===== src/cpu_pkg.sv =====
package cpu_pkg;

    // ==============================
    // widths and sizes
    // ==============================
    localparam int XLEN      = 32;
    localparam int REG_IDX_W = 5;
    localparam int REG_COUNT = 32;
    localparam int MEM_WORDS = 256;
    localparam int MEM_IDX_W = 8;

    // ==============================
    // rv32i encodings
    // ==============================
    localparam logic [6:0] OPC_OP_IMM = 7'b0010011;
    localparam logic [6:0] OPC_OP     = 7'b0110011;
    localparam logic [6:0] OPC_LOAD   = 7'b0000011;
    localparam logic [6:0] OPC_STORE  = 7'b0100011;
    localparam logic [6:0] OPC_BRANCH = 7'b1100011;
    localparam logic [6:0] OPC_LUI    = 7'b0110111;

    localparam logic [2:0] F3_ADD = 3'b000;
    localparam logic [2:0] F3_XOR = 3'b100;
    localparam logic [2:0] F3_OR  = 3'b110;
    localparam logic [2:0] F3_AND = 3'b111;
    localparam logic [2:0] F3_LW  = 3'b010;
    localparam logic [2:0] F3_SW  = 3'b010;
    localparam logic [2:0] F3_BEQ = 3'b000;
    localparam logic [2:0] F3_BNE = 3'b001;

    localparam logic [6:0] F7_BASE = 7'b0000000;
    localparam logic [6:0] F7_SUB  = 7'b0100000;

    // sequencer states
    typedef enum logic [2:0] {
        FETCH,
        FETCH_WAIT,
        DECODE,
        EXEC,
        MEM,
        MEM_WAIT,
        WRITEBACK
    } cpu_state_e;

    typedef enum logic [2:0] {
        CLS_ALU_IMM,
        CLS_ALU_REG,
        CLS_LOAD,
        CLS_STORE,
        CLS_BRANCH,
        CLS_LUI,
        CLS_NOP
    } insn_class_e;

    typedef enum logic [2:0] {
        ADD,
        SUB,
        AND,
        OR,
        XOR,
        PASS_B
    } alu_op_e;

endpackage


===== src/reg_file.sv =====
module reg_file (
    input  logic                          sys_clk,
    input  logic                          sys_rst,
    input  logic [cpu_pkg::REG_IDX_W-1:0] raddr_a,
    input  logic [cpu_pkg::REG_IDX_W-1:0] raddr_b,
    input  logic                          we,
    input  logic [cpu_pkg::REG_IDX_W-1:0] waddr,
    input  logic [cpu_pkg::XLEN-1:0]      wdata,
    output logic [cpu_pkg::XLEN-1:0]      rdata_a,
    output logic [cpu_pkg::XLEN-1:0]      rdata_b
);
    import cpu_pkg::*;

    logic [XLEN-1:0] regs [REG_COUNT];

    // x0 is never written, so it keeps its reset value
    always_ff @(posedge sys_clk) begin
        if (sys_rst) begin
            for (int i = 0; i < REG_COUNT; i++) begin
                regs[i] <= '0;
            end
        end else if (we && waddr != '0) begin
            regs[waddr] <= wdata;
        end
    end

    assign rdata_a = regs[raddr_a];
    assign rdata_b = regs[raddr_b];

    assert property (@(posedge sys_clk) disable iff (sys_rst)
        (raddr_a == '0 |-> rdata_a == '0) and (raddr_b == '0 |-> rdata_b == '0))
        else $error("reg_file: x0 read as nonzero");

endmodule


===== config.mk =====
export PLATFORM = sky130hd
export DESIGN_NAME = reg_file
export DESIGN_NICKNAME = d
export VERILOG_FILES = /design/src/cpu_pkg.sv /design/src/reg_file.sv
export SDC_FILE = /design/constraint.sdc
export NUM_CORES = 2
export LEC_CHECK = 0
export BUFFER_PORTS_ARGS = -buffer_cell sky130_fd_sc_hd__buf_4
export CORE_MARGIN = 2
export CORE_UTILIZATION = 41
export DETAILED_ROUTE_END_ITERATION = 10
export GPL_TIMING_DRIVEN = 0
export HOLD_SLACK_MARGIN = 0.08
export PLACE_DENSITY_LB_ADDON = 0.25
export SETUP_SLACK_MARGIN = 0.5
export SLEW_MARGIN = 20
export SYNTH_ARGS = -nofsm -noshare
export SYNTH_HDL_FRONTEND = slang
export SYNTH_SLANG_ARGS = --single-unit
export TNS_END_PERCENT = 20

===== constraint.sdc =====
create_clock -name sys_clk -period 2.5 [get_ports sys_clk]
set_input_delay 0.25 -clock sys_clk [delete_from_list [all_inputs] [get_ports sys_clk]]
set_output_delay 0.25 -clock sys_clk [all_outputs]
set_load 0.05 [all_outputs]

-- Word level (Yosys, flattened, before mapping)
Memory sizes are Yosys's and may differ from the RTL's.
Cells that the tools add are included.
- muxes and demuxes: 8
- reductions and logical operators: 3
- operator list (kind ; count):
    $mux W32 ; 1
    $reduce_or A32 Y1 ; 1
    $mux W1 ; 6
    $mux W5 ; 1
    $reduce_bool A5 Y1 ; 1
    $logic_and A1 B1 Y1 ; 1
- register bits after elaboration: 0
- bits in writable memories: 1024
- input bits: 50
- output and inout port bits: 64
- memories: 1
- memory list (name ; depth ; width ; rd ports ; clocked after memory_dff ; wr ports ; RTL line ; text):
    regs ; 32 ; 32 ; 2 ; 0 ; 32 ; reg_file.sv:14 ; logic [XLEN-1:0] regs [REG_COUNT];

-- Depth between registers and ports, before layout
- depth after elaboration: 7
- gate-level depth with buffers: 8

-- Worst setup path after synthesis
Ideal clock, no wire load.
- path kind: input -> output
- from: in raddr_b[1] (netlist name)
- to: out rdata_b[25] (netlist name)
- arrival time: 1.727 ns
- data required time: 2.250 ns
- setup slack: 0.523 ns
- stages on the path: 8
- path buffers: 4
- cells stage by stage: buf_2 > buf_4 > buf_4 > buf_6 > mux2i_1 > a22oi_1 > a31oi_1 > nand3_1
- cells in the longest elaborated chain, start to end: 1
- RTL lines (what ; RTL line ; text):
    from (decl) ; reg_file.sv:5 ; input logic [cpu_pkg::REG_IDX_W-1:0] raddr_b,
    $mem_v2 Z32 W32 ; n/a ;
    to (decl) ; reg_file.sv:10 ; output logic [cpu_pkg::XLEN-1:0] rdata_b
No other way between the ends.

==> results.py <==
metrics = {
    "drt": {
        "drt_wl_total_um": 228000,
        "drt_first_iter_violations": 5556,
        "drt-vias-per-instance": 6.18,
        "ant_nets": 0,
        "routed-via-count": 41900,
        "drc": 0,
        "first_pass_iters": 6,
        "drt-wirelength-per-cell_um": 33.6,
    },
    "worst_setup_path": {
        "arrival_ps": 2250,
        "cp_slowest_cell": "edfxtp_1",
        "start_kind": "flip-flop",
        "crit_path_max_fanout": 2,
        "required_ps": 2250,
        "slowest_delay_ps": 410,
        "crit_start": "regs[1][31]$_SDFFCE_PN0P_",
        "path_cells": "mux2i_1 > a22o_1 > nor3_4 > a31oi_1 > nand3_2 > buf_8",
        "end_kind": "output pin",
        "crit_end": "rdata_a[31]",
        "path_class": "flip-flop to output pin",
    },
    "place": {
        "gp_congestion": 0.957,
        "dp_slack_ps": -1130,
        "dp_hpwl_um": 154000,
        "portBuffers": 111,
    },
    "synth": {
        "async_flop_share": 0,
        "syn_inst": 4605,
        "yosys.area.top_type": "edfxtp_1",
        "yosysTopAreaCellShare": 0.550,
        "ys_warn_count": 0,
        "synth.distinct_cells": 29,
        "synth_edf_count": 1024,
        "synthesis.area_sq_um": 55900,
        "yosys-top-cells-area": "edfxtp_1, mux2i_1, and2_1, a22oi_1, a22o_1",
        "syn-mean-instance-area_sq_um": 12.1,
        "synth_common_cells": "edfxtp_1, mux2i_1, and2_1",
        "ys_seq_elements": 1024,
        "synthFlopType": "edfxtp_1",
        "yosysSeqAreaShare": 0.550,
    },
    "clocking": {
        "cts_htree_levels": 3,
        "cts_buffers": 113,
        "clk_pin_slew_ps": 60,
        "clockRootBuffer": "clkbuf_16",
        "clock_sinks": 1024,
        "cts_buffer_depth": 3,
        "cts_tree": "yes",
    },
    "global_route": {
        "grt_max_degree": 33,
        "antenna_found_initial": 13,
        "grt_pass1_wl_um": 308000,
        "grt_pass1_vias": 40500,
        "grt_overflow": 0,
        "track_usage": 0.316,
    },
    "cells_and_area": {
        "largest_reg_flops": 1024,
        "finalNetCount": 4950,
        "top_register": "regs",
        "nFillCells": 12100,
        "synthToLayoutAreaGrowth_pct": 17.6,
        "final_layout_size_suffix_gt1_frac": 0.169,
        "top_regs": "regs x1024",
    },
    "sta": {
        "hold_violations": 0,
        "hold_slack_ps": 254,
        "setup_violations": 0,
        "max_freq_mhz": 400,
        "post-route-period-util": 0.999,
        "final_max_slew_viol_count": 0,
        "period_needed_ps": 2500,
        "rsz0062_at_grt": "true",
        "relSlewSlack": 0.252,
        "tightest_slew_ps": 1120,
        "layout_setup_ws_ps": 1.48,
    },
    "floorplanning": {
        "io_pins": 114,
        "die_w_um": 373,
        "die_area_sq_um": 139000,
        "start_util": 0.413,
        "fp.dieH_um": 373,
        "row_count": 135,
        "core_sq_um": 135000,
    },
    "power": {
        "power_uw": 43900,
        "peakVddDrop_v": 0.000607,
        "power.leakage_uw": 0.0258,
        "power_density_nw_per_um2": 668,
    },
    "flow_run": {
        "maxCapViolations": 0,
    },
    "min_path": {
        "min_path_type": "input pin to flip-flop",
    },
    "status": {
        "status": "finished, final reports clean",
    },
}
[cell usage in the layout (no fill, tap or decap), types with 5 or more instances in the layout]
cell type and count:
a21oi_1 191, a22o_1 127, a22oi_1 173, a22oi_2 19, a31oi_1 28, a31oi_2 15, a31oi_4 21, and2_1 994
buf_2 85, buf_4 119, buf_6 76, buf_8 43, bufinv_16 11, clkbuf_1 153, clkbuf_16 115, clkbuf_2 67
clkbuf_4 26, clkinv_1 26, clkinv_2 18, conb_1 32, diode_2 9, dlygate4sd3_1 32, edfxtp_1 1024, inv_16 5
mux2i_1 1023, nand2_1 195, nand3_1 124, nand3_2 52, nand3_4 18, nor2_1 8, nor2_2 10, nor2_4 17
nor2b_1 5, nor3_2 33, nor3_4 30, or2_4 32
[routing by layer]
| layer | GRT usage | share of wire | vias up |
|---|---|---|---|
| met4 | 0.202 | 0.070 | 26 |
| met2 | 0.470 | 0.43 | 2693 |
| met1 | 0.417 | 0.39 | 21100 |
| li1 | - | - | 17500 |
| met3 | 0.0702 | 0.11 | 602 |
| met5 | 0.00446 | 0.0011 | - |
[through the flow]
step	utilization	cell area [sq um]	setup TNS (ps)	instances
global placement	0.436	59100	-675240	6528
detailed placement	0.437	59200	-367290	6530
floorplan	-	56000	0	4636
finish	0.485	65700	0	6775
CTS	0.480	65100	-260	6763
global route	0.485	65700	-154	6766
[report_power, final]
part | total (uW) | switching (uW) | leakage, uW | internal [uW]
Sequential | 20300 | 492 | 0.00975 | 19800
Clock | 16800 | 7400 | 0.00175 | 9420
Combinational | 6750 | 4530 | 0.0143 | 2220
Total | 43900 | 12400 | 0.0258 | 31500
[area by class of cell]
type,instances,area (sq um),area share
buffer,446,2820,0.0429
multi-input combinational,3169,24800,0.377
sequential,1024,30700,0.468
clock inverter,65,659,0.0100
tap,1781,2230,0.0339
antenna,9,22.5,0.000343
clock buffer,135,2910,0.0443
timing repair buffer,146,1560,0.0237
[cells by family after synthesis]
| kind of cell | count (synthesis) | share of synthesized area |
|---|---|---|
| other | 1 | 0.0000671 |
| DFF | 1024 | 0.550 |
| muxes | 1024 | 0.183 |
| buffers and inverters | 446 | 0.0390 |
| and+or+nand+nor | 1534 | 0.157 |
| AOI/OAI and AO/OA | 576 | 0.0702 |
[critical path, delay by kind of cell, from the launching register on]
| kind | cells | cell delay (ps) |
|---|---|---|
| mux | 1 | 170 |
| flops | 1 | 410 |
| compound gates | 2 | 430 |
| simple gates | 2 | 260 |
| buf+inv | 1 | 200 |
[worst min-delay path by stage]
| stage | endpoint | startpoint | cells after the start | slack, ps |
|---|---|---|---|---|
| floorplan | regs[1][31]$_SDFFCE_PN0P_ | wdata[31] | 1 | 450 |
| global placement | regs[4][0]$_SDFFCE_PN0P_ | wdata[0] | 2 | 580 |
| detailed placement | regs[5][14]$_SDFFCE_PN0P_ | wdata[14] | 2 | 580 |
| CTS | regs[28][31]$_SDFFCE_PN0P_ | waddr[4] | 4 | 200 |
| global route | regs[28][31]$_SDFFCE_PN0P_ | waddr[4] | 4 | 280 |
| finish | regs[3][31]$_SDFFCE_PN0P_ | waddr[3] | 4 | 250 |
[timing repair]
item,4_1_cts,5_1_grt
endpoints found under the hold margin,32,0
cloned,1,2
setup endpoints to repair,486,742
hold buffers,32,0
gates resized for setup,529,152
buffers inserted,0,1
pin swaps,104,101
Note: power is estimated with default switching activity, not from simulation.
