$ cat config.mk
export PLATFORM = sky130hd
export DESIGN_NAME = alu_exec
export DESIGN_NICKNAME = d
export VERILOG_FILES = /design/src/cpu_pkg.sv /design/src/alu_exec.sv
export SDC_FILE = /design/constraint.sdc
export NUM_CORES = 1
export LEC_CHECK = 0
export ABC_AREA = 1
export BUFFER_PORTS_ARGS = -buffer_cell sky130_fd_sc_hd__buf_2
export CORE_UTILIZATION = 58
export DETAILED_ROUTE_END_ITERATION = 12
export PLACE_DENSITY = 0.9
export SYNTH_ARGS = -nofsm -noshare
export SYNTH_HDL_FRONTEND = slang
export SYNTH_SLANG_ARGS = --single-unit
export TNS_END_PERCENT = 1
$ cat constraint.sdc
create_clock -name vclk -period 4.74
set_input_delay 0 -clock vclk [all_inputs]
set_output_delay 0 -clock vclk [all_outputs]
set_load 0.02 [all_outputs]
$ cat src/cpu_pkg.sv
package cpu_pkg;

    // ==============================
    // widths and sizes
    // ==============================
    localparam int XLEN      = 32;
    localparam int REG_IDX_W = 5;
    localparam int REG_COUNT = 32;
    localparam int MEM_WORDS = 256;
    localparam int MEM_IDX_W = 8;

    // ==============================
    // rv32i encodings
    // ==============================
    localparam logic [6:0] OPC_OP_IMM = 7'b0010011;
    localparam logic [6:0] OPC_OP     = 7'b0110011;
    localparam logic [6:0] OPC_LOAD   = 7'b0000011;
    localparam logic [6:0] OPC_STORE  = 7'b0100011;
    localparam logic [6:0] OPC_BRANCH = 7'b1100011;
    localparam logic [6:0] OPC_LUI    = 7'b0110111;

    localparam logic [2:0] F3_ADD = 3'b000;
    localparam logic [2:0] F3_XOR = 3'b100;
    localparam logic [2:0] F3_OR  = 3'b110;
    localparam logic [2:0] F3_AND = 3'b111;
    localparam logic [2:0] F3_LW  = 3'b010;
    localparam logic [2:0] F3_SW  = 3'b010;
    localparam logic [2:0] F3_BEQ = 3'b000;
    localparam logic [2:0] F3_BNE = 3'b001;

    localparam logic [6:0] F7_BASE = 7'b0000000;
    localparam logic [6:0] F7_SUB  = 7'b0100000;

    // sequencer states
    typedef enum logic [2:0] {
        FETCH,
        FETCH_WAIT,
        DECODE,
        EXEC,
        MEM,
        MEM_WAIT,
        WRITEBACK
    } cpu_state_e;

    typedef enum logic [2:0] {
        CLS_ALU_IMM,
        CLS_ALU_REG,
        CLS_LOAD,
        CLS_STORE,
        CLS_BRANCH,
        CLS_LUI,
        CLS_NOP
    } insn_class_e;

    typedef enum logic [2:0] {
        ADD,
        SUB,
        AND,
        OR,
        XOR,
        PASS_B
    } alu_op_e;

endpackage

$ cat src/alu_exec.sv
module alu_exec (
    input  cpu_pkg::insn_class_e     cls,
    input  cpu_pkg::alu_op_e         alu_op,
    input  logic [cpu_pkg::XLEN-1:0] imm,
    input  logic [cpu_pkg::XLEN-1:0] rs1_val,
    input  logic [cpu_pkg::XLEN-1:0] rs2_val,
    input  logic [cpu_pkg::XLEN-1:0] pc,
    output logic [cpu_pkg::XLEN-1:0] alu_result,
    output logic [cpu_pkg::XLEN-1:0] mem_addr,
    output logic                     branch_taken,
    output logic [cpu_pkg::XLEN-1:0] next_pc
);
    import cpu_pkg::*;

    logic [XLEN-1:0] operand_b;
    logic            use_rs2;
    logic            result_zero;

    // register operand for op and branch, immediate otherwise
    assign use_rs2   = (cls == CLS_ALU_REG) || (cls == CLS_BRANCH);
    assign operand_b = use_rs2 ? rs2_val : imm;

    // ==============================
    // alu
    // ==============================
    always_comb begin
        case (alu_op)
            ADD:     alu_result = rs1_val + operand_b;
            SUB:     alu_result = rs1_val - operand_b;
            AND:     alu_result = rs1_val & operand_b;
            OR:      alu_result = rs1_val | operand_b;
            XOR:     alu_result = rs1_val ^ operand_b;
            PASS_B:  alu_result = operand_b;
            default: alu_result = '0;
        endcase
    end

    assign result_zero = (alu_result == '0);

    // lw and sw address, byte granular
    assign mem_addr = rs1_val + imm;

    // ==============================
    // branch and next pc
    // ==============================
    // sub marks beq, xor marks bne
    assign branch_taken = (cls == CLS_BRANCH) && (result_zero == (alu_op == SUB));

    assign next_pc = branch_taken ? pc + imm : pc + XLEN'(4);

endmodule

# After elaboration in Yosys (flattened, before gate mapping)
# Cells that the tools add are included.
# W data, S select, Z words.
[classes]
n_eq_ne = 8
reduce_logical = 4
addsub = 5
n_mux = 3
n_bitwise = 3
[op_table]
columns = ["cell", "count"]
rows = [
  ["$pmux W32 S6", 1],
  ["$add A32 B32 Y32", 3],
  ["$mux W32", 2],
  ["$add A32 B3 Y32 const B", 1],
  ["$and A32 B32 Y32", 1],
  ["$logic_not A32 Y1", 1],
  ["$or A32 B32 Y32", 1],
  ["$sub A32 B32 Y32", 1],
  ["$xor A32 B32 Y32", 1],
  ["$eq A3 B3 Y1 const B", 3],
  ["$eq A3 B1 Y1 const B", 2],
  ["$eq A3 B2 Y1 const B", 2],
  ["$logic_not A3 Y1", 1],
  ["$eq A1 B1 Y1", 1],
  ["$logic_and A1 B1 Y1", 1],
  ["$logic_or A1 B1 Y1", 1],
]
[totals]
input_bits = 134
word_cells = 23
regBits = 0

# Depth between registers and ports, before layout
[depth]
word_depth = 9
ltp_mapped = 39
depth_no_buf = 37

# Least setup slack after synthesis
# No wires, ideal clock.
[synth_path]
path_kind = "in2out"
startpoint = "input port cls[0]"
endpoint = "output port next_pc[8] in the netlist's numbering"
path_stages = 35
arrival_time_ns = 3.886
slack_ns = 0.854
cell_sequence = "inv_1 > nand2_1 > nand2_2 > buf_4 > nand3_1 > nand2_1 > nand2_1 > inv_1 > nand2_1 > nor2_1 > nand2_1 > nor2_1 > nand2_1 > nor4_1 > a21oi_1 > xor2_1 > ha_1 > a21o_1 > a31oi_1 > nand2_1 > nor2_1 > nand2_1 > nand2_1 > nand2_1 > nand2_1 > nand2_1 > nor2_1 > nand2_1 > nor2_1 > nand3_1 > nand2_2 > nand3_2 > buf_4 > nand2_1 > nand2_1"
[synth_via]
elab_chain_len = 9
elab_cells_between_ends = 14
cone_classes = "2 x add/sub; 3 x eq/ne; 3 x mux; 3 x bitwise; 3 x reduce/logical"
[synth_rtl]
columns = ["element", "line", "source"]
rows = [
  ["start: declaration", "alu_exec.sv:2", "input cpu_pkg::insn_class_e cls,"],
  ["$eq A3 B1 Y1 or $eq A3 B3 Y1 (tied branches)", "alu_exec.sv:20", "assign use_rs2 = (cls == CLS_ALU_REG) || (cls == CLS_BRANCH);"],
  ["$logic_or A1 B1 Y1 *", "alu_exec.sv:20", ""],
  ["$mux W32 *", "alu_exec.sv:21", "assign operand_b = use_rs2 ? rs2_val : imm;"],
  ["$sub A32 B32 Y32 (tied with other cells)", "alu_exec.sv:29", "SUB: alu_result = rs1_val - operand_b;"],
  ["$pmux W32 S6 *", "alu_exec.sv:27", "case (alu_op)"],
  ["via alu_result (one bit)", "alu_exec.sv:8", "output logic [cpu_pkg::XLEN-1:0] alu_result,"],
  ["$logic_not A32 Y1 *", "alu_exec.sv:38", "assign result_zero = (alu_result == '0);"],
  ["$eq A1 B1 Y1 *", "alu_exec.sv:47", "assign branch_taken = (cls == CLS_BRANCH) && (result_zero == (alu_op == SUB));"],
  ["$logic_and A1 B1 Y1 *", "alu_exec.sv:47", ""],
  ["$mux W32 *", "alu_exec.sv:49", "assign next_pc = branch_taken ? pc + imm : pc + XLEN'(4);"],
  ["end: declaration", "alu_exec.sv:11", "output logic [cpu_pkg::XLEN-1:0] next_pc"],
]
# The timed path passes the listed nets; every way through them passes the cells marked *.

# Worst setup path in the final report
[layout_path]
startpoint = "input port cls[1]"
endpoint = "output port next_pc[28] in the netlist's numbering"
[layout_via]
elab_chain_len = 9
elab_cells_between_ends = 14
cone_classes = "2 x add/sub; 3 x eq/ne; 3 x mux; 3 x bitwise; 3 x reduce/logical"
[layout_rtl]
columns = ["element", "line"]
rows = [
  ["$eq A3 B1 Y1 or $eq A3 B3 Y1 (tied branches)", "alu_exec.sv:20, alu_exec.sv:47"],
  ["$logic_or A1 B1 Y1", "alu_exec.sv:20"],
  ["$mux W32", "alu_exec.sv:21"],
  ["$sub A32 B32 Y32 (tied with other cells)", "alu_exec.sv:29"],
  ["$pmux W32 S6", "alu_exec.sv:27"],
  ["$logic_not A32 Y1", "alu_exec.sv:38"],
  ["$eq A1 B1 Y1", "alu_exec.sv:47"],
  ["$logic_and A1 B1 Y1 *", "alu_exec.sv:47"],
  ["$mux W32 *", "alu_exec.sv:49"],
]
# Mark *: on every way between the ends. The rest lies on a longest branch, timed or not.

==> results.py <==
metrics = {
    "global_route": {
        "grt-ovfl-total": 0,
        "grt_pass1_vias": 11668,
        "antenna_found_initial": 11,
        "track_usage_pct": 39.3,
        "grt_max_degree": 34,
        "grt_pass1_wl_mm": 56.9,
    },
    "sta": {
        "setup-violations-final": 0,
        "worst_slack_ps": 40.3,
        "finalCriticalPeriod_ps": 4700,
        "worstMarginPinSlew_ps": 1070,
        "period_share_pct": 99.1,
        "finalHoldViolCount": 0,
        "drv_slew": 0,
        "slew-limit-headroom_pct": 28.8,
        "fmax_mhz": 213,
        "rsz0062_at_grt": "true",
    },
    "die": {
        "rows": 47,
        "initial_core_util_pct": 60.0,
        "fp.dieArea_sq_um": 17800,
        "ios": 231,
        "core_sq_um": 16700,
        "fp.dieW_um": 133,
        "die_h_um": 133,
    },
    "finish": {
        "nets": 2381,
        "final_common_cell": "nand2_1",
        "synthToLayoutAreaGrowth_pct": 19.8,
        "nClkBuffers": 0,
        "final_cell_mix": "nand2_1, inv_1, buf_2, ha_1, nor2_1",
        "drive_above_1_share_pct": 17.0,
        "seq_cells": 0,
        "ff_latch_area_sq_um": 0,
        "nFillCells": 1579,
        "final_core_util_pct": 71.9,
    },
    "clocking": {
        "holdBufCountCts": 0,
    },
    "drt": {
        "wire_per_inst_um": 16.0,
        "drt_iter0_drc": 1156,
        "drc": 0,
        "via_count": 13138,
        "wl_mm": 37.0,
        "firstDrtPassIters": 5,
        "via_per_inst": 5.68,
        "antenna_left": 0,
    },
    "hold_path": {
        "min_to": "next_pc[0]",
        "hold_path_class": "input port to output port",
        "hold_depth": 4,
        "hp-start": "pc[0]",
    },
    "placement": {
        "dpl.hpwl_mm": 30.9,
        "gp_congestion": 1.00,
        "pre_cts_ws_ps": -71.1,
        "portBuffers": 231,
    },
    "setup_path": {
        "crit_top_cell": "nand2_1",
        "critPathMaxStageDelay_ps": 440,
        "crit_fanout": 16,
        "crit_path_start_kind": "input port",
        "cp-end-kind": "output port",
        "crit_path_top_delay_cell": "ha_2",
        "cp.required_ps": 4740,
        "path_class": "input port to output port",
        "critical_path_arrival_ps": 4700,
    },
    "synthesis": {
        "syn_inst": 1851,
        "yosysSeqAreaShare_pct": 0,
        "synth_area_sq_um": 10000,
        "syn_nets": 2144,
        "avgSynthCellArea_sq_um": 5.41,
        "synth_warnings": 0,
        "synth_cell_types": 42,
    },
    "outcome": {
        "status": "finished clean",
    },
    "job": {
        "maxCapViolations": 0,
    },
    "power": {
        "ir_worst_vdd_mv": 0.0967,
        "p_leak_nw": 7.07,
        "powerDensity_nw_per_um2": 160,
    },
}
where the power goes:
group / total (mW) / internal (mW) / switching, mW
Sequential: 0 / 0 / 0
Clock: 0.000000198 / 0.000000198 / 0
Combinational: 1.92 / 0.663 / 1.26
Total: 1.92 / 0.663 / 1.26
worst max-delay path: cells and delay by family:
kind	cells	cell delay (ps)
buf+inv	7	1030
xor+xnor	1	90
simple gates	26	2950
fa+ha+maj	1	440
compound gates	1	140
repair_timing:
item / CTS / global route
resized for setup: 4 / 85
endpoints found under the setup margin: 33 / 33
endpoints found under the hold margin: 0 / 0
pin swaps: 0 / 20
gates cloned: 0 / 4
buffers inserted: 0 / 5
kinds of logic after synthesis:
logic type	Yosys count	share of synthesized area (%)
AND/OR/NAND/NOR	995	42.6
buffers and inverters	344	13.4
adder cells (fa/ha/maj)	159	20.1
XOR/XNOR	120	10.5
AO/OA/AOI/OAI	233	13.5
cells in the mapped netlist (4+ instances only):
cell type	count	share of area [%]
nand2_1	576	22
inv_1	299	11
nor2_1	163	6.1
ha_1	156	19
nand3_1	119	5.9
a21oi_1	113	5.6
xor2_1	85	7.4
nand4_1	61	3.8
o21ai_0	52	2.6
xnor2_1	35	3.1
nand3b_1	32	2.4
nor3_1	23	1.1
buf_2	17	0.85
clkbuf_1	16	0.60
o2111ai_1	13	1.1
o21bai_1	11	0.82
a21boi_0	7	0.52
a221oi_1	6	0.52
o211ai_1	6	0.45
a21o_1	5	0.37
a31oi_1	5	0.31
buf_4	5	0.37
inv_2	5	0.19
o21a_1	5	0.37
nor4_1	4	0.25
o21ai_1	4	0.20
layer usage:
metal / up-vias / track usage, % / wire length (um)
met4: 6 / 9.66 / 975
met2: 656 / 65.6 / 16500
met3: 86 / 6.20 / 3610
li1: 6496 / - / -
met1: 5894 / 52.3 / 15800
met5: - / 0 / 45
through the flow:
step	std cells	total power, mW	hold slack (ps)	setup TNS [ps]	area [sq um]
2_1_floorplan	1851	1.23	170	0	10000
6_report	2313	1.92	332	0	12000
4_1_cts	2297	1.80	334	0	11600
5_1_grt	2310	2.10	365	-7890	12000
3_3_place_gp	2297	1.77	330	0	11500
3_5_place_dp	2297	1.79	333	-1790	11500
how the worst max path moves through the flow:
| stage | endpoint | startpoint | slack (ps) |
|---|---|---|---|
| finish | next_pc[28] | cls[1] | 40 |
| global route | next_pc[2] | cls[1] | -260 |
| CTS | next_pc[5] | cls[0] | 30 |
| detailed placement | next_pc[4] | cls[0] | -70 |
| global placement | next_pc[1] | cls[0] | 0.6 |
| floorplan | next_pc[8] | cls[0] | 850 |
final cells by class:
class	count	area [sq um]	area share [%]
Antenna cell	7	17.5	0.146
Inverter	305	1140	9.54
Multi-Input combinational cell	1508	8980	74.8
Tap cell	220	275	2.29
Timing Repair Buffer	273	1590	13.2
No activity file was read; power rests on OpenSTA's default activity.
