--- src/cpu_pkg.sv ---
package cpu_pkg;

    // ==============================
    // widths and sizes
    // ==============================
    localparam int XLEN      = 32;
    localparam int REG_IDX_W = 5;
    localparam int REG_COUNT = 32;
    localparam int MEM_WORDS = 256;
    localparam int MEM_IDX_W = 8;

    // ==============================
    // rv32i encodings
    // ==============================
    localparam logic [6:0] OPC_OP_IMM = 7'b0010011;
    localparam logic [6:0] OPC_OP     = 7'b0110011;
    localparam logic [6:0] OPC_LOAD   = 7'b0000011;
    localparam logic [6:0] OPC_STORE  = 7'b0100011;
    localparam logic [6:0] OPC_BRANCH = 7'b1100011;
    localparam logic [6:0] OPC_LUI    = 7'b0110111;

    localparam logic [2:0] F3_ADD = 3'b000;
    localparam logic [2:0] F3_XOR = 3'b100;
    localparam logic [2:0] F3_OR  = 3'b110;
    localparam logic [2:0] F3_AND = 3'b111;
    localparam logic [2:0] F3_LW  = 3'b010;
    localparam logic [2:0] F3_SW  = 3'b010;
    localparam logic [2:0] F3_BEQ = 3'b000;
    localparam logic [2:0] F3_BNE = 3'b001;

    localparam logic [6:0] F7_BASE = 7'b0000000;
    localparam logic [6:0] F7_SUB  = 7'b0100000;

    // sequencer states
    typedef enum logic [2:0] {
        FETCH,
        FETCH_WAIT,
        DECODE,
        EXEC,
        MEM,
        MEM_WAIT,
        WRITEBACK
    } cpu_state_e;

    typedef enum logic [2:0] {
        CLS_ALU_IMM,
        CLS_ALU_REG,
        CLS_LOAD,
        CLS_STORE,
        CLS_BRANCH,
        CLS_LUI,
        CLS_NOP
    } insn_class_e;

    typedef enum logic [2:0] {
        ADD,
        SUB,
        AND,
        OR,
        XOR,
        PASS_B
    } alu_op_e;

endpackage

--- src/insn_decode.sv ---
module insn_decode (
    input  logic [cpu_pkg::XLEN-1:0]      insn,
    output cpu_pkg::insn_class_e          cls,
    output cpu_pkg::alu_op_e              alu_op,
    output logic [cpu_pkg::REG_IDX_W-1:0] rs1,
    output logic [cpu_pkg::REG_IDX_W-1:0] rs2,
    output logic [cpu_pkg::REG_IDX_W-1:0] rd,
    output logic [cpu_pkg::XLEN-1:0]      imm
);
    import cpu_pkg::*;

    logic [6:0] opcode;
    logic [2:0] funct3;
    logic [6:0] funct7;

    assign opcode = insn[6:0];
    assign funct3 = insn[14:12];
    assign funct7 = insn[31:25];
    assign rs1    = insn[19:15];
    assign rs2    = insn[24:20];
    assign rd     = insn[11:7];

    // anything outside the kept set falls through as a nop
    always_comb begin
        cls    = CLS_NOP;
        alu_op = ADD;
        case (opcode)
            OPC_OP_IMM: begin
                cls = CLS_ALU_IMM;
                case (funct3)
                    F3_ADD:  alu_op = ADD;
                    F3_XOR:  alu_op = XOR;
                    F3_OR:   alu_op = OR;
                    F3_AND:  alu_op = AND;
                    default: cls = CLS_NOP;
                endcase
            end
            OPC_OP: begin
                cls = CLS_ALU_REG;
                if (funct7 == F7_SUB && funct3 == F3_ADD) begin
                    alu_op = SUB;
                end else if (funct7 != F7_BASE) begin
                    cls = CLS_NOP;
                end else begin
                    case (funct3)
                        F3_ADD:  alu_op = ADD;
                        F3_XOR:  alu_op = XOR;
                        F3_OR:   alu_op = OR;
                        F3_AND:  alu_op = AND;
                        default: cls = CLS_NOP;
                    endcase
                end
            end
            OPC_LOAD: begin
                if (funct3 == F3_LW) begin
                    cls = CLS_LOAD;
                end
            end
            OPC_STORE: begin
                if (funct3 == F3_SW) begin
                    cls = CLS_STORE;
                end
            end
            // beq uses sub, bne uses xor; both are zero only on equal operands
            OPC_BRANCH: begin
                if (funct3 == F3_BEQ) begin
                    cls    = CLS_BRANCH;
                    alu_op = SUB;
                end else if (funct3 == F3_BNE) begin
                    cls    = CLS_BRANCH;
                    alu_op = XOR;
                end
            end
            OPC_LUI: begin
                cls    = CLS_LUI;
                alu_op = PASS_B;
            end
            default: begin
                cls = CLS_NOP;
            end
        endcase
    end

    // immediate format by class
    always_comb begin
        case (cls)
            CLS_ALU_IMM, CLS_LOAD: imm = {{20{insn[31]}}, insn[31:20]};
            CLS_STORE:  imm = {{20{insn[31]}}, insn[31:25], insn[11:7]};
            CLS_BRANCH: imm = {{19{insn[31]}}, insn[31], insn[7], insn[30:25],
                               insn[11:8], 1'b0};
            CLS_LUI:    imm = {insn[31:12], 12'b0};
            default:    imm = '0;
        endcase
    end

endmodule

--- config.mk ---
export PLATFORM = sky130hd
export DESIGN_NAME = insn_decode
export DESIGN_NICKNAME = d
export VERILOG_FILES = /design/src/cpu_pkg.sv /design/src/insn_decode.sv
export SDC_FILE = /design/constraint.sdc
export NUM_CORES = 1
export LEC_CHECK = 0
export BUFFER_PORTS_ARGS = -buffer_cell sky130_fd_sc_hd__buf_4
export CAP_MARGIN = 20
export CELL_PAD_IN_SITES_DETAIL_PLACEMENT = 1
export CELL_PAD_IN_SITES_GLOBAL_PLACEMENT = 2
export CORE_MARGIN = 10
export CORE_UTILIZATION = 13
export DETAILED_ROUTE_END_ITERATION = 6
export PLACE_DENSITY = 0.77
export SLEW_MARGIN = 20
export SYNTH_ARGS = -nofsm -noshare
export SYNTH_HDL_FRONTEND = slang
export SYNTH_SLANG_ARGS = --single-unit
--- constraint.sdc ---
create_clock -name vclk -period 2.95
set_clock_uncertainty 0.15 [all_clocks]
set_input_delay 0.7375 -clock vclk [all_inputs]
set_output_delay 0.7375 -clock vclk [all_outputs]
set_load 0.1 [all_outputs]
* After elaboration in Yosys (flattened, before gate mapping)
Cells that the tools add are included.
Operators by class: eq/ne operators 16, mux-type cells 16, reductions and logical operators 6
Operators by type and width (number):
- one-hot mux 32 bit (4 select lines) | 1
- two-way mux 3 bit | 10
- == test 7 x 6 -> 1 bit (second input constant) | 4
- one-hot mux 3 bit (6 select lines) | 1
- == test 3 bit (second input constant) | 5
- one-hot mux 3 bit (4 select lines) | 1
- == test 3 x 2 -> 1 bit (second input constant) | 3
- one-hot mux 3 bit (3 select lines) | 1
- == test 7 x 2 -> 1 bit (second input constant) | 1
- == test 7 x 5 -> 1 bit (second input constant) | 1
- == test 7 bit (second input constant) | 1
- nonzero test 7 bit | 1
- zero test 3 bit | 2
- two-way mux 2 bit | 2
- OR reduction 4 bit | 1
- == test 3 x 1 -> 1 bit (second input constant) | 1
- OR reduction 2 bit | 1
- logical AND 1 bit | 1
Word-level totals: bits in registers 0, input port bits 32, output and inout port bits 53, logic and storage cells 38

* Longest topological paths before layout
depth after elaboration 9, depth in mapped cells 7, mapped depth without buffers 5

* Worst setup path before layout
Ideal clock, no wire load.
path kind input to output, start in insn[13] (netlist bit), end out imm[11] (netlist bit), arrival time 4.090 ns, required time 2.062 ns, setup slack -2.027 ns, cell stages on the path 5, buffers on the path 1, cells stage by stage buf_4 > or2_2 > a31o_2 > or4b_1 > o21ai_0
Between the ends: longest elaborated chain between the ends 9, elaborated cells between the ends (all ways) 24, classes of those cells eq/ne: 9; mux: 10; reduce/logical: 5
RTL lines:
- start: declaration | RTL line insn_decode.sv:2 | input logic [cpu_pkg::XLEN-1:0] insn,
- == test 3 bit or zero test 3 bit (tied branches) | RTL line insn_decode.sv:30, insn_decode.sv:45, insn_decode.sv:40
- OR reduction 4 bit (no line)
- two-way mux 3 bit | RTL line insn_decode.sv:45 | case (funct3)
- two-way mux 3 bit | RTL line insn_decode.sv:42 | end else if (funct7 != F7_BASE) begin
- two-way mux 3 bit | RTL line insn_decode.sv:40 | if (funct7 == F7_SUB && funct3 == F3_ADD) begin
- one-hot mux 3 bit (6 select lines) (*) | RTL line insn_decode.sv:27 | case (opcode)
- == test 3 x 2 -> 1 bit or zero test 3 bit (tied branches) | RTL line insn_decode.sv:86 | case (cls)
- OR reduction 2 bit | RTL line insn_decode.sv:86
- one-hot mux 32 bit (4 select lines) (*) | RTL line insn_decode.sv:86
- end: declaration | RTL line insn_decode.sv:8 | output logic [cpu_pkg::XLEN-1:0] imm
Mark *: on every way between the ends. The rest lies on a longest branch, timed or not.

* Final worst setup path
start in insn[2] (netlist bit), end out imm[4] (netlist bit)
Between the ends: longest elaborated chain between the ends 5, elaborated cells between the ends (all ways) 14, classes of those cells eq/ne: 10; mux: 2; reduce/logical: 2
RTL lines (RTL line):
- == test 7 x 6 -> 1 bit, or another cell as far along | insn_decode.sv:27
- one-hot mux 3 bit (6 select lines) (*) | insn_decode.sv:27
- == test 3 x 2 -> 1 bit or zero test 3 bit (tied branches) | insn_decode.sv:86
- OR reduction 2 bit | insn_decode.sv:86
- one-hot mux 32 bit (4 select lines) (*) | insn_decode.sv:86
Marks and branches as above.

==> impl_metrics.csv <==
group,metric,value,unit
outcome,status,"complete, but fails checks",
outcome,violations,"setup timing",
placement,dp_cells,291,
die,initial_utilization,13.4,%
final_layout,layout-drive-gt1-share,81.9,%
logic_synthesis,yosys.cell_types.count,37,
global_routing,antenna_found_initial,0,
pwr,power.total,334,uW
routing,routedWlPerCell,17.6,um
die,core_area,5540,sq um
final_layout,area_growth,257,%
logic_synthesis,syn_area_per_cell,5.91,sq um
pwr,p_comb_share,100.0,%
placement,place_congestion,0.789,
worst_hold_path,hold_depth,2,
logic_synthesis,syn_inst,126,
routing,vias,1272,
placement,dp_hpwl,3980,um
timing,rsz0062_at_grt,"true",
final_layout,fillerInstances,607,
pwr,p_sw_share,64.6,%
logic_synthesis,synth_nets,158,
logic_synthesis,synth_area_leaders,"nand2_1, buf_4, a22o_1",
pwr,intPower,118,uW
critical_path,critical_path.endpoint_type,"output pin",
global_routing,grt_pass1_wl,7950,um
final_layout,nets,266,
global_routing,grt_max_degree,22,
timing,hold_violations,0,
critical_path,crit_chain,"buf_8 -> or4b_4 -> a211oi_4 -> buf_4 -> or4b_4 -> nand2b_4 -> a22o_4 -> buf_6",
global_routing,grt_util_all_layers,10.8,%
logic_synthesis,yosysWarnings,0,
timing,hold_slack,1.66,ns
die,io_pins,85,
routing,wirelength,5360,um
worst_hold_path,worstHoldPathType,"input pin to output pin",
timing,period_share,114,%
final_layout,final_cells,304,
timing,tightest_slew,0.304,ns
routing,ant_nets,0,
final_layout,regArea,0,sq um
critical_path,slowest_delay,0.56,ns
timing,setup_violations,35,
critical_path,cp_common_cell,"or4b_4",
timing,slew_headroom,79.7,%
die,die_w,95.7,um
routing,drt-initial-drc-count,29,
logic_synthesis,netlist_area,744,sq um
global_routing,overflow,0,
clock_network,cts_hold_buf,0,
routing,drc,0,
pwr,p_per_area,126,nW/um^2
pwr,leakagePower,1.20,nW
logic_synthesis,synth_largest_area_cell,"nand2_1",
final_layout,multi_input_area,1090,sq um
critical_path,crit_arrival,2.49,ns
routing,viasPerCell,4.18,
critical_path,cpMaxStageDelayCell,"or4b_4",
critical_path,critical_path_class,"input pin to output pin",
global_routing,grt_pass1_vias,1471,
routing,dr.pass1.iters,3,
critical_path,worstPathRequired,2.06,ns
pwr,vdd_drop_max,52.0,uV
worst_hold_path,min_to,"rs1[4]",
logic_synthesis,seq_area_frac_synth,0,%
final_layout,diodes,0,
logic_synthesis,synth_top_area_share,22.2,%
critical_path,crit_path_max_fanout,4,
timing,fin_ws,-0.427,ns
pwr,switchingPower,216,uW
worst_hold_path,hp-start,"insn[19]",
timing,drv_slew,0,
placement,numPortBuffers,85,
final_layout,seq_cells,0,
timing,fmax,0.296,GHz
final_layout,postLayoutCoreUtil,48.0,%
run,cap_violations,0,
pwr,seqPwrFrac,0,%
pwr,pwr-share-clk,0,%
die,die-area,9150,sq um
timing,fin_setup_tns,-12.80,ns
timing,min_period,3.38,ns
die,die_h,95.7,um
final_layout,nClkBuffers,0,
critical_path,crit_path_start_kind,"input pin",
die,num_rows,27,
[power groups by stage]
| stage | Clock, mW | Sequential [mW] | Combinational [mW] |
|---|---|---|---|
| floorplan | 0 | 0 | 0.203 |
| global placement | 0 | 0 | 0.292 |
| detailed placement | 0 | 0 | 0.294 |
| CTS | 0 | 0 | 0.327 |
| global route | 0 | 0 | 0.347 |
| finish | 0 | 0 | 0.334 |
[worst max-delay path by stage]
stage	slack, ns	cells past startpoint	from	endpoint
after floorplan	-0.43	7	insn[13]	imm[12]
after global placement	-0.53	9	insn[14]	imm[11]
after detailed placement	-0.57	9	insn[14]	imm[11]
after CTS	-0.47	9	insn[2]	imm[23]
after global routing	-0.50	10	insn[12]	imm[5]
final	-0.43	8	insn[2]	imm[4]
[critical path: cells and delay by family]
kind | cells | cell delay, ns
compound gates | 2 | 0.50
buf+inv | 3 | 0.46
simple gates | 3 | 0.79
[cell families (layout without fill, tap and decap cells)]
kind of cell,Yosys count,in the layout,share of synthesized area (%)
AND/OR/NAND/NOR,77,77,52.1
buffers and inverters,26,132,22.4
AO/OA/AOI/OAI,23,23,25.5
[what timing repair did]
| item | CTS | global route |
|---|---|---|
| setup endpoints to repair | 38 | 38 |
| pin swaps | 18 | 12 |
| gates cloned | 1 | 0 |
| setup buffers | 9 | 7 |
| gates resized for setup | 115 | 26 |
[cells in the mapped netlist, types with 2 or more instances]
cell type / instances
nand2b_1: 3
a211oi_2: 2
clkbuf_1: 2
inv_1: 6
o21a_1: 2
nand2_1: 44
o21ai_0: 4
a22o_1: 5
nor2_1: 7
nor3b_1: 2
nor4_1: 2
buf_4: 16
nor3_1: 2
nor2b_1: 6
[cell usage in the layout, fill, tap and decap left out, types with 4 or more instances in the layout]
| cell | count |
|---|---|
| nand2_1 | 23 |
| inv_1 | 6 |
| nand2_4 | 4 |
| buf_8 | 8 |
| nand2_8 | 10 |
| buf_4 | 76 |
| nor2_1 | 4 |
| nor2b_4 | 5 |
| nand2_2 | 7 |
| buf_12 | 33 |
| buf_6 | 9 |
| a22o_4 | 5 |
[per-stage QoR]
| step | worst slack [ns] | instance area (sq um) |
|---|---|---|
| floorplan | -0.426 | 1150 |
| global placement | -0.527 | 1970 |
| detailed placement | -0.569 | 1970 |
| CTS | -0.466 | 2560 |
| global route | -0.505 | 2660 |
| finish | -0.427 | 2660 |
[area by class of cell]
class	instances	share of cell area [%]
inverter	6	0.847
tap	72	3.39
timing repair buffer	126	54.6
multi-input combinational	100	41.2
[metal layers]
layer  wire length (um)  track usage [%]  vias up
met2               3200             22.7       34
met3                280             1.73        0
met4                  0            0.246        0
li1                   -                -      628
met5                  0                0        -
met1               1880             11.2      610
Power figures use the tool's default switching activity.
