File: src/cpu_pkg.sv
package cpu_pkg;

    // ==============================
    // widths and sizes
    // ==============================
    localparam int XLEN      = 32;
    localparam int REG_IDX_W = 5;
    localparam int REG_COUNT = 32;
    localparam int MEM_WORDS = 256;
    localparam int MEM_IDX_W = 8;

    // ==============================
    // rv32i encodings
    // ==============================
    localparam logic [6:0] OPC_OP_IMM = 7'b0010011;
    localparam logic [6:0] OPC_OP     = 7'b0110011;
    localparam logic [6:0] OPC_LOAD   = 7'b0000011;
    localparam logic [6:0] OPC_STORE  = 7'b0100011;
    localparam logic [6:0] OPC_BRANCH = 7'b1100011;
    localparam logic [6:0] OPC_LUI    = 7'b0110111;

    localparam logic [2:0] F3_ADD = 3'b000;
    localparam logic [2:0] F3_XOR = 3'b100;
    localparam logic [2:0] F3_OR  = 3'b110;
    localparam logic [2:0] F3_AND = 3'b111;
    localparam logic [2:0] F3_LW  = 3'b010;
    localparam logic [2:0] F3_SW  = 3'b010;
    localparam logic [2:0] F3_BEQ = 3'b000;
    localparam logic [2:0] F3_BNE = 3'b001;

    localparam logic [6:0] F7_BASE = 7'b0000000;
    localparam logic [6:0] F7_SUB  = 7'b0100000;

    // sequencer states
    typedef enum logic [2:0] {
        FETCH,
        FETCH_WAIT,
        DECODE,
        EXEC,
        MEM,
        MEM_WAIT,
        WRITEBACK
    } cpu_state_e;

    typedef enum logic [2:0] {
        CLS_ALU_IMM,
        CLS_ALU_REG,
        CLS_LOAD,
        CLS_STORE,
        CLS_BRANCH,
        CLS_LUI,
        CLS_NOP
    } insn_class_e;

    typedef enum logic [2:0] {
        ADD,
        SUB,
        AND,
        OR,
        XOR,
        PASS_B
    } alu_op_e;

endpackage

File: src/core_sequencer.sv
module core_sequencer (
    input  logic                          sys_clk,
    input  logic                          sys_rst,
    input  logic                          run,
    input  logic                          prog_we,
    input  logic [cpu_pkg::MEM_IDX_W-1:0] prog_addr,
    input  logic [cpu_pkg::XLEN-1:0]      prog_data,
    input  logic [cpu_pkg::XLEN-1:0]      mem_rdata,
    input  cpu_pkg::insn_class_e          cls,
    input  logic [cpu_pkg::REG_IDX_W-1:0] rd,
    input  logic [cpu_pkg::XLEN-1:0]      rs2_val,
    input  logic [cpu_pkg::XLEN-1:0]      alu_result,
    input  logic [cpu_pkg::XLEN-1:0]      mem_addr,
    input  logic [cpu_pkg::XLEN-1:0]      next_pc,
    output logic                          mem_en,
    output logic                          mem_we,
    output logic [cpu_pkg::MEM_IDX_W-1:0] mem_idx,
    output logic [cpu_pkg::XLEN-1:0]      mem_wdata,
    output logic [cpu_pkg::XLEN-1:0]      insn,
    output logic [cpu_pkg::XLEN-1:0]      pc,
    output logic                          rf_we,
    output logic [cpu_pkg::REG_IDX_W-1:0] rf_waddr,
    output logic [cpu_pkg::XLEN-1:0]      rf_wdata,
    output logic                          retire_valid,
    output logic [cpu_pkg::XLEN-1:0]      retire_pc,
    output logic                          mem_we_out,
    output logic [cpu_pkg::XLEN-1:0]      mem_addr_out,
    output logic [cpu_pkg::XLEN-1:0]      mem_wdata_out
);
    import cpu_pkg::*;

    cpu_state_e      state;
    logic [XLEN-1:0] load_data;
    logic            is_mem_op;
    logic            writes_rd;

    assign is_mem_op = (cls == CLS_LOAD) || (cls == CLS_STORE);
    assign writes_rd = (cls == CLS_ALU_IMM) || (cls == CLS_ALU_REG)
                    || (cls == CLS_LOAD) || (cls == CLS_LUI);

    // ==============================
    // state machine
    // ==============================
    always_ff @(posedge sys_clk) begin
        if (sys_rst) begin
            state <= FETCH;
        end else begin
            case (state)
                FETCH: begin
                    if (run) begin
                        state <= FETCH_WAIT;
                    end
                end
                FETCH_WAIT: state <= DECODE;
                DECODE:     state <= EXEC;
                EXEC:       state <= is_mem_op ? MEM : WRITEBACK;
                MEM:        state <= (cls == CLS_LOAD) ? MEM_WAIT : WRITEBACK;
                MEM_WAIT:   state <= WRITEBACK;
                default:    state <= FETCH;
            endcase
        end
    end

    // instruction latch and pc update
    always_ff @(posedge sys_clk) begin
        if (sys_rst) begin
            pc   <= '0;
            insn <= '0;
        end else begin
            if (state == FETCH_WAIT) begin
                insn <= mem_rdata;
            end
            if (state == WRITEBACK) begin
                pc <= next_pc;
            end
        end
    end

    always_ff @(posedge sys_clk) begin
        if (state == MEM_WAIT) begin
            load_data <= mem_rdata;
        end
    end

    // ==============================
    // memory port
    // ==============================
    // idle fetch with run low hands the port to program load
    always_comb begin
        mem_en    = 1'b0;
        mem_we    = 1'b0;
        mem_idx   = pc[MEM_IDX_W+1:2];
        mem_wdata = prog_data;
        case (state)
            FETCH: begin
                if (run) begin
                    mem_en = 1'b1;
                end else begin
                    mem_en  = prog_we;
                    mem_we  = prog_we;
                    mem_idx = prog_addr;
                end
            end
            MEM: begin
                mem_en    = 1'b1;
                mem_we    = (cls == CLS_STORE);
                mem_idx   = mem_addr[MEM_IDX_W+1:2];
                mem_wdata = rs2_val;
            end
            default: begin
                mem_en = 1'b0;
            end
        endcase
    end

    // write-back and retire
    assign retire_valid = (state == WRITEBACK);
    assign retire_pc    = pc;
    assign rf_we        = retire_valid && writes_rd && (rd != '0);
    assign rf_waddr     = rd;
    assign rf_wdata     = (cls == CLS_LOAD) ? load_data : alu_result;

    assign mem_we_out    = (state == MEM) && (cls == CLS_STORE);
    assign mem_addr_out  = mem_addr;
    assign mem_wdata_out = rs2_val;

    // the state before a retire depends on the class being retired
    assert property (@(posedge sys_clk) disable iff (sys_rst)
        retire_valid |-> $past(state) == ((cls == CLS_LOAD)  ? MEM_WAIT :
                                          (cls == CLS_STORE) ? MEM : EXEC))
        else $error("core_sequencer: retire at pc %h after wrong state", pc);

endmodule

File: config.mk
export PLATFORM = sky130hd
export DESIGN_NAME = core_sequencer
export DESIGN_NICKNAME = d
export VERILOG_FILES = /design/src/cpu_pkg.sv /design/src/core_sequencer.sv
export SDC_FILE = /design/constraint.sdc
export NUM_CORES = 1
export LEC_CHECK = 0
export BUFFER_PORTS_ARGS = -buffer_cell sky130_fd_sc_hd__buf_4
export CAP_MARGIN = 20
export CORE_AREA = 3 3 176 178
export DETAILED_ROUTE_END_ITERATION = 7
export DIE_AREA = 0 0 179 181
export PLACE_DENSITY = 0.54
export SYNTH_ARGS = -nofsm -noshare
export SYNTH_HDL_FRONTEND = slang
export SYNTH_SLANG_ARGS = --single-unit
File: constraint.sdc
create_clock -name sys_clk -period 6.55 [get_ports sys_clk]
set_clock_uncertainty 0.1 [all_clocks]
set_input_delay 0.9825 -clock sys_clk [delete_from_list [all_inputs] [get_ports sys_clk]]
set_output_delay 0.9825 -clock sys_clk [all_outputs]
set_load 0.01 [all_outputs]
# Word level (Yosys, flattened, before mapping)
# Index checks and enable logic that the tools add are counted.
[totals]
wordCells = 37
n_memories = 0
mem_bits_ro = 0
ram_bits = 0
regBits = 99
latchBits = 0
[op_classes]
add_sub_neg = 0
shift = 0
muxes = 12
n_mul = 0
div_mod_pow = 0
eq_ne = 11
reduce_logical = 10
n_lt_le_gt_ge = 0
n_bitwise = 0
[ops]
columns = ["operator", "count"]
rows = [
  ["32-bit 2-to-1 mux", 2],
  ["3-bit case mux with 6 select lines", 1],
  ["8-bit case mux with 2 select lines", 1],
  ["3-bit by 2-bit == test with 1-bit output (second input constant)", 4],
  ["3-bit == test (second input constant)", 4],
  ["8-bit 2-to-1 mux", 1],
  ["3-bit by 1-bit == test with 1-bit output (second input constant)", 2],
  ["3-bit zero test", 2],
  ["5-bit nonzero test", 1],
  ["1-bit logical OR", 4],
  ["2-bit 2-to-1 mux", 2],
  ["1-bit case mux with 2 select lines", 2],
  ["1-bit logical AND", 3],
  ["3-bit 2-to-1 mux", 1],
  ["1-bit 2-to-1 mux", 2],
  ["2-bit != test (second input constant)", 1],
]

# Longest topological paths before layout
# Gate-level depths: netlist of run 1.
[depth]
depth_word = 6
mapped_depth = 6
depth_no_buf = 4

# Worst setup path before layout of run 1
# OpenSTA, ideal clock, no wires.
[synth_path]
kind = "input to output"
startpoint = "input run"
endpoint = "output mem_idx[4] (netlist name)"
path_slack_ns = 3.613
n_path_buf = 1
required_ns = 5.467
cell_stages = 4
arrival_ns = 1.854
path_cell_list = "buf_2 -> or4b_1 -> a21oi_1 -> a221o_1"
[synth_via]
elab_chain_cells = 2
[synth_lines]
columns = ["item", "line_no", "source"]
rows = [
  ["start, declared", "core_sequencer.sv:4", "input logic run,"],
  ["8-bit 2-to-1 mux", "core_sequencer.sv:96", "if (run) begin"],
  ["8-bit case mux with 2 select lines", "core_sequencer.sv:94", "case (state)"],
  ["end, declared", "core_sequencer.sv:17", "output logic [cpu_pkg::MEM_IDX_W-1:0] mem_idx,"],
]
# No other way between the ends.

# Final worst setup path of run 1
[layout_path]
startpoint = "register state[2]"
endpoint = "output mem_wdata[29] (netlist name)"
[layout_via]
elab_chain_cells = 2
[layout_lines]
columns = ["item", "line_no", "source"]
rows = [
  ["start, declared", "core_sequencer.sv:32", "cpu_state_e state;"],
  ["start signal, assigned", "core_sequencer.sv:56", "EXEC: state <= is_mem_op ? MEM : WRITEBACK;"],
  ["start signal, assigned", "core_sequencer.sv:57", "MEM: state <= (cls == CLS_LOAD) ? MEM_WAIT : WRITEBACK;"],
  ["3-bit == test", "core_sequencer.sv:94", ""],
  ["32-bit 2-to-1 mux", "core_sequencer.sv:94", ""],
  ["end, declared", "core_sequencer.sv:18", "output logic [cpu_pkg::XLEN-1:0] mem_wdata,"],
]
# No other way between the ends.

==> metrics, run 1 <==
DP Area 0.00787 sq mm; most frequent cell after synthesis nand2_1; Clock Tree Buf Depth 2; CP Cell Sequence nand2b_1 -> nor2_4 -> buf_12 -> mux2_2 -> buf_4; top fanout value on the critical path 36; R2R Setup Slk 4420 ps; peak supply drop 0.0845 mV; RR Endpoint load_data[22]; RSZ-0062 raised after global routing no; Critical Path RT 5470 ps; Max-Cap Viols 0; sequential cell area 0.00230 sq mm; critical path class flop to primary output; Top FF cell, synth dfxtp_1; WHS 354 ps; clock latency on the worst-skew pair 340 ps; Wirelength per Cell 16.3 microns; die outline area 0.0324 sq mm; # diodes 0; status finished clean; CP Depth 5; number of synthesized flops with an enable pin 32; Total GRT Usage 11.6%; sequential element share of the synthesized area 43.9%; Layout Nets 1054; final instance area 0.00820 sq mm; vias in the first global route 4847; Fillers 3155; wl on met1 8.07 mm; met2 wire len 10.2 mm; clk sinks 99; Starting DRT DRC Count 191; first drt pass iteration count 6; synthesis-stage register bit count 99; Site Rows 63; post-DP HPWL 15.6 mm; Post-synth ARST share 0%; Setup crit start state[2]; worst reg2reg path startpoint state[2]; Yosys cell types 32; crit path time final 3660 ps; P&R area growth vs syn 56.5%; Worst path max stage delay 840 ps; Slew @ Worst Pin 798 ps; synth cell count leaders nand2_1 (138), buf_4 (113), a21oi_1 (73); TritonCTS clock tree yes; synthesis warning total 0; post-CTS sizing 0; Syn Std Cell Area 0.00524 sq mm; Buf/Inv on CP 2; post-route setup TNS 0 ps; Power Dens Cells 195 mW/mm^2; largest cells by area after synthesis dfxtp_1 (26%), edfxtp_1 (18%), buf_4 (16%), mux2_2 (13%), nand2_1 (9.9%); Clk pin slew, worst setup/hold paths 80 ps; Crit. End Element primary output; DR DRC count 0; share of cells above drive strength 1 58.7%; Slowest-stage cell, CP dfxtp_1; core area 0.0296 sq mm; Final Hold Viols 0; total CTS buffers 9; worst setup slack after layout 2890 ps; uppermost layer routed met4; FMAX 273 MHz; Reg2Reg Depth 3; largest net degree at the start of global routing 68; post-CTS setup buffers 0; Ports 454; ANT nets after route 0; Cells after Synth 555; vias per inst 3.93; Leak 3.58 nW; syn nets 767; DP Worst Slack 2800 ps; GPL Wtd Cong 0.813; CP endpoint mem_wdata[29]; H-tree levels 3; first-pass GRT wire length 28.8 mm; Chip Height 181 microns; Initial Utilization 17.7%; Slew headroom 46.8%; Overflow after GRT 0; Final Max Slew Viols 0; Yosys top cell area share 25.6%; Buffers on Ports 405; die width 179 microns; antenna violations before repair 0; Root Buffer clkbuf_16; final WL 20.2 mm; Crit path arrival time 2580 ps; met3 routed WL 1.54 mm; endpoints failing setup 0; cell taking the most area after synthesis dfxtp_1; vias 4857; multi-input logic area 0.00198 sq mm; CP delay by family, top flip-flops; Avg Cell Area, Syn 9.44 sq um; fin crit share 55.9%; total power 1.60 mW; Hold Crit Class flop to flop; CP Launch Type flop; cts-stage hold buffer count 0
[worst min-delay path, stage by stage (launching register included)]
cell and delay, ps:
dfxtp_1 310, nand2_1 50, a21oi_1 50
[how the worst min path moves through the flow]
| stage | start | endpoint | slack, ps | cells past startpoint |
|---|---|---|---|---|
| floorplan | insn[0] | insn[0] | 380 | 2 |
| global placement | insn[9] | insn[9] | 340 | 2 |
| detailed placement | insn[26] | insn[26] | 350 | 2 |
| CTS | insn[5] | insn[5] | 360 | 2 |
| global route | insn[9] | insn[9] | 380 | 2 |
| finish | insn[9] | insn[9] | 350 | 2 |
[registers in the layout, summed over array words and instances, names as in the netlist]
register,count
load_data,32
state,3
insn,32
pc,32
[cells by family after synthesis]
kind of cell / after synthesis / synth area share [%]
flip-flops: 99 / 43.9
multiplexers: 65 / 13.9
buffers and inverters: 138 / 18.6
AND/OR/NAND/NOR: 167 / 14.2
AO/OA/AOI/OAI: 86 / 9.41
[cells in the final DEF (no fill, tap or decap), drive strengths merged, types with 4 or more instances in the layout]
cell | netlist | final
a21oi | 73 | 73
a221o | 8 | 8
buf | 124 | 411
clkbuf | 11 | 10
dfxtp | 67 | 67
edfxtp | 32 | 32
inv | 3 | 6
mux2 | 64 | 64
nand2 | 138 | 138
nor2 | 7 | 7
nor3 | 4 | 4
or4b | 8 | 8
[final cells by class]
type                       instances  share of cell area (%)
sequential                        99                    28.1
clock buffer                      10                    2.79
multi-input combinational        318                    24.1
timing repair buffer             411                    37.9
tap                              390                    5.95
inverter                           3                   0.137
clock inverter                     6                   0.992
[power by group]
group          switching [mW]  internal [mW]
Sequential             0.0190          0.652
Combinational           0.158          0.201
Clock                   0.263          0.307
Total                   0.440           1.16
[through the flow]
| stage | instances | util [%] |
|---|---|---|
| 2_1_floorplan | 555 | - |
| 3_3_place_gp | 1219 | 26.6 |
| 3_5_place_dp | 1220 | 26.6 |
| 4_1_cts | 1236 | 27.7 |
| 5_1_grt | 1237 | 27.7 |
| 6_report | 1237 | 27.7 |
[metal layers]
| metal | up-vias | global-route usage (%) |
|---|---|---|
| li1 | 2356 | - |
| met1 | 2245 | 13.6 |
| met2 | 230 | 20.8 |
| met3 | 26 | 2.96 |
| met4 | 0 | 3.27 |
| met5 | - | 0 |
Note: power is estimated with default switching activity, not from simulation.
==> run 2, diff against run 1 <==
Settings changed: CORE_AREA 3 3 176 178 to 3 3 175 177, DIE_AREA 0 0 179 181 to 0 0 178 180, PLACE_DENSITY 0.54 to 0.55.
Clock period 6.55 ns to 3.8 ns, I/O delays scaled along.
==> metrics, run 2 (synthesis results as in run 1) <==
first drt pass iteration count 4 (-2); Buffers on Ports 405 (unchanged); Slew @ Worst Pin 781 ps (-17.3 ps); post-route setup TNS 0 ps (unchanged); Chip Height 180 microns (-0.55%); Hold Crit Class input pin to flop; P&R area growth vs syn 56.0%; WHS 299 ps (-55.2 ps); vias in the first global route 4865 (+0.37%); CP Launch Type flop; clk sinks 99 (unchanged); status finished clean; Regs by FF count insn x32, load_data x32, pc x32; Wirelength per Cell 16.6 microns (+1.5%); final WL 20.5 mm (+1.7%); Overflow after GRT 0 (unchanged); Final Max Slew Viols 0 (unchanged); H-tree levels 3 (unchanged); Total GRT Usage 12.1% (+0.44 points); vias 4858 (+0.021%); Crit path arrival time 2360 ps (-220 ps); FMAX 330 MHz; Max-Cap Viols 0 (unchanged); die outline area 0.0320 sq mm (-1.1%); endpoints failing setup 0 (unchanged); crit path time final 3030 ps; die width 178 microns (-0.56%); Root Buffer clkbuf_16; DP Worst Slack 1170 ps (-1630 ps); Power Dens Cells 328 mW/mm^2 (+68%); largest net degree at the start of global routing 68 (unchanged); Critical Path RT 3130 ps (-2340 ps); GPL Wtd Cong 0.897 (+10%); share of cells above drive strength 1 58.9% (+0.22 points); post-CTS setup buffers 0 (unchanged); commonest non-fill, non-tap cell in the layout buf_4; Clk pin slew, worst setup/hold paths 80 ps (about the same); peak supply drop 0.157 mV (+86%); DR DRC count 0 (unchanged); vias per inst 3.92 (-0.14%); post-DP HPWL 16.0 mm (+2.3%); Reg2Reg Depth 5 (+2); ANT nets after route 0 (unchanged); worst setup slack after layout 772 ps (-2110 ps); cts-stage hold buffer count 0 (unchanged); critical path class flop to primary output; Starting DRT DRC Count 227 (+19%); Leak 3.57 nW (-0.42%); Layout Cells excl Fill 1239 (+0.16%); Initial Utilization 17.8% (+0.095 points); Slew headroom 48.0% (+1.2 points); top fanout value on the critical path 38 (+5.6%); Ports 454 (unchanged); most frequent cells in the layout buf_4 (412), nand2_1 (138), a21oi_1 (73), dfxtp_1 (67), mux2_2 (62); Fillers 3141 (-0.44%); total CTS buffers 9 (unchanged); RSZ-0062 raised after global routing no; Layout Nets 1056 (+0.19%); Crit. End Element primary output; post-CTS sizing 0 (unchanged); Post-Place Cells 1222 (+0.16%); TritonCTS clock tree yes; Clock Tree Buf Depth 2 (unchanged); Final Hold Viols 0 (unchanged); # diodes 0 (unchanged); core area 0.0294 sq mm (-0.53%); hold depth 1 (-1); clock latency on the worst-skew pair 350 ps (about the same); Site Rows 63 (unchanged); fin crit share 79.7%; total power 2.68 mW (+68%); first-pass GRT wire length 29.5 mm (+2.5%); antenna violations before repair 0 (unchanged)
run 2: cell types whose count changed in the layout (fill, tap and decap cells not counted):
| cell | previous run | this run |
|---|---|---|
| buf_12 | 2 | 1 |
| buf_4 | 409 | 412 |
| bufinv_16 | 1 | 0 |
| clkbuf_1 | 1 | 0 |
| clkinv_4 | 2 | 0 |
| clkinvlp_4 | 0 | 3 |
| inv_6 | 0 | 4 |
| inv_8 | 3 | 0 |
run 2: path summary, 6_finish.rpt:
check	startpoint	end	slack, ps
max	state[1]	mem_wdata[28]	770
min	mem_rdata[19]	load_data[19]	300
max reg2reg	state[1]	pc[8]	1960
min reg2reg	insn[9]	insn[9]	360
run 2: worst max-delay path: stages (launching register included):
cell and delay, ps:
dfxtp_1 490, nand2b_1 340, nor2_4 160, buf_4 430, mux2_2 400, buf_4 150
run 2: area by class of cell:
cell class	count	area, sq um	share of cell area [%]
multi-input combinational	318	1980	24.2
sequential	99	2300	28.2
tap	390	488	5.97
timing repair buffer	413	3110	38.1
clock inverter	7	57.6	0.704
clock buffer	9	225	2.75
inverter	3	11.3	0.138
run 2: stage by stage:
step	utilization [%]	cell area, sq um
after global routing	27.8	8180
after floorplan	-	5240
final	27.8	8180
after detailed placement	26.8	7870
after global placement	26.8	7870
after CTS	27.7	8160
run 2: report_power, final:
group	internal, mW	total (mW)	leakage (nW)	switching (mW)
logic	0.346	0.625	2.61	0.279
registers	1.12	1.15	0.831	0.0293
clock network	0.455	0.902	0.129	0.447
run 2: routing by layer:
layer	vias to the layer above	wire, microns	GRT usage, %
li1	2356	-	-
met1	2251	8500	14.8
met2	226	10100	20.8
met3	25	1540	3.08
met4	0	376	3.20
met5	-	0	0
==> run 3, diff against run 2 <==
Clock period 3.8 ns to 3 ns, I/O delays scaled along.
==> metrics, run 3 (synthesis results as in run 1) <==
vias per inst 3.96 (+0.95%); critical path class flop to primary output; CP Launch Type flop; Starting DRT DRC Count 200 (-12%); Crit. End Element primary output; Ports 454 (unchanged); DR DRC count 0 (unchanged); die width 178 microns (unchanged); first drt pass iteration count 4 (unchanged); Clock Tree Buf Depth 2 (unchanged); endpoints failing setup 0 (unchanged); Total GRT Usage 12.1% (+0.043 points); Hold Crit Class input pin to flop; share of cells above drive strength 1 58.9% (about the same); peak supply drop 0.218 mV (+39%); # diodes 0 (unchanged); commonest non-fill, non-tap cell in the layout buf_4; FMAX 380 MHz; Overflow after GRT 0 (unchanged); post-DP HPWL 16.1 mm (+0.65%); die outline area 0.0320 sq mm (unchanged); most frequent cells in the layout buf_4 (412), nand2_1 (138), a21oi_1 (73), dfxtp_1 (67), mux2_2 (62); vias 4908 (+1.0%); Wirelength per Cell 16.6 microns (+0.31%); core area 0.0294 sq mm (unchanged); largest net degree at the start of global routing 68 (unchanged); post-CTS setup buffers 0 (unchanged); Leak 3.58 nW (+0.27%); Max-Cap Viols 0 (unchanged); Slew @ Worst Pin 783 ps (+2.45 ps); Crit path arrival time 2080 ps (-280 ps); Power Dens Cells 416 mW/mm^2 (+27%); clock latency on the worst-skew pair 350 ps (about the same); Regs by FF count insn x32, load_data x32, pc x32; R2R Setup Slk 1010 ps (-950 ps); Layout Nets 1057 (+0.095%); Buffers on Ports 405 (unchanged); Final Hold Viols 0 (unchanged); Initial Utilization 17.8% (unchanged); vias in the first global route 4820 (-0.92%); clk sinks 99 (unchanged); worst setup slack after layout 366 ps (-406 ps); cts-stage hold buffer count 0 (unchanged); Clk pin slew, worst setup/hold paths 80 ps (about the same); crit path time final 2630 ps; fin crit share 87.8%; P&R area growth vs syn 56.4%; antenna violations before repair 0 (unchanged); DP Worst Slack 734 ps (-434 ps); Critical Path RT 2450 ps (-680 ps); ANT nets after route 0 (unchanged); H-tree levels 3 (unchanged); TritonCTS clock tree yes; status finished clean; Slew headroom 47.8% (-0.16 points); total CTS buffers 9 (unchanged); post-route setup TNS 0 ps (unchanged); Root Buffer clkbuf_16; Fillers 3175 (+1.1%); GPL Wtd Cong 0.833 (-7.1%); top fanout value on the critical path 36 (-5.3%); first-pass GRT wire length 29.6 mm (+0.42%); Chip Height 180 microns (unchanged); Site Rows 63 (unchanged); RSZ-0062 raised after global routing no; Final Max Slew Viols 0 (unchanged); final WL 20.6 mm (+0.39%); post-CTS sizing 0 (unchanged)
==> run 3: cell types whose count changed in the layout (fill, tap and decap cells not counted) <==
cell	before	now
buf_12	1	2
clkinv_4	0	1
inv_6	4	2
inv_8	0	1
==> run 3: final timing paths <==
check | start | end | cells after the start
max | state[0] | mem_wdata[2] | 4
min | mem_rdata[14] | load_data[14] | 1
max reg2reg | state[0] | state[1] | 3
min reg2reg | insn[21] | insn[21] | 2
==> run 3: final cells by class <==
cell class	instances	area, sq um	share of cell area, %
Timing Repair Buffer	414	3130	38.2
Sequential cell	99	2300	28.1
Multi-Input combinational cell	318	1980	24.1
Tap cell	390	488	5.95
Clock buffer	9	225	2.75
Clock inverter	7	60.1	0.733
Inverter	3	11.3	0.137
==> run 3: metrics by stage <==
step	cell area [sq um]	power [mW]	util, %	hold WS (ps)	cells
after floorplan	5240	1.89	-	381	555
after global placement	7910	2.30	26.9	343	1224
after detailed placement	7910	2.31	26.9	348	1224
after CTS	8200	3.50	27.9	158	1240
after global routing	8200	3.61	27.9	150	1240
final	8200	3.41	27.9	181	1240
==> run 3: per-layer routing <==
layer	global-route usage, %	part of all wire (%)
met1	14.2	39
met2	21.2	50
met3	3.21	8.1
met4	3.99	2.7
met5	0	0
==> run 3: power by group <==
group | switching (mW) | leakage (nW) | internal, mW | total, mW
combinational | 0.367 | 2.61 | 0.442 | 0.809
clock | 0.574 | 0.131 | 0.577 | 1.15
sequential | 0.0293 | 0.831 | 1.42 | 1.45
==> run 3: worst max-delay path, stage by stage, from the launching register on <==
cell and delay (ps):
dfxtp_1 500, nor2_4 380, buf_12 270, mux2_2 410
buf_4 150
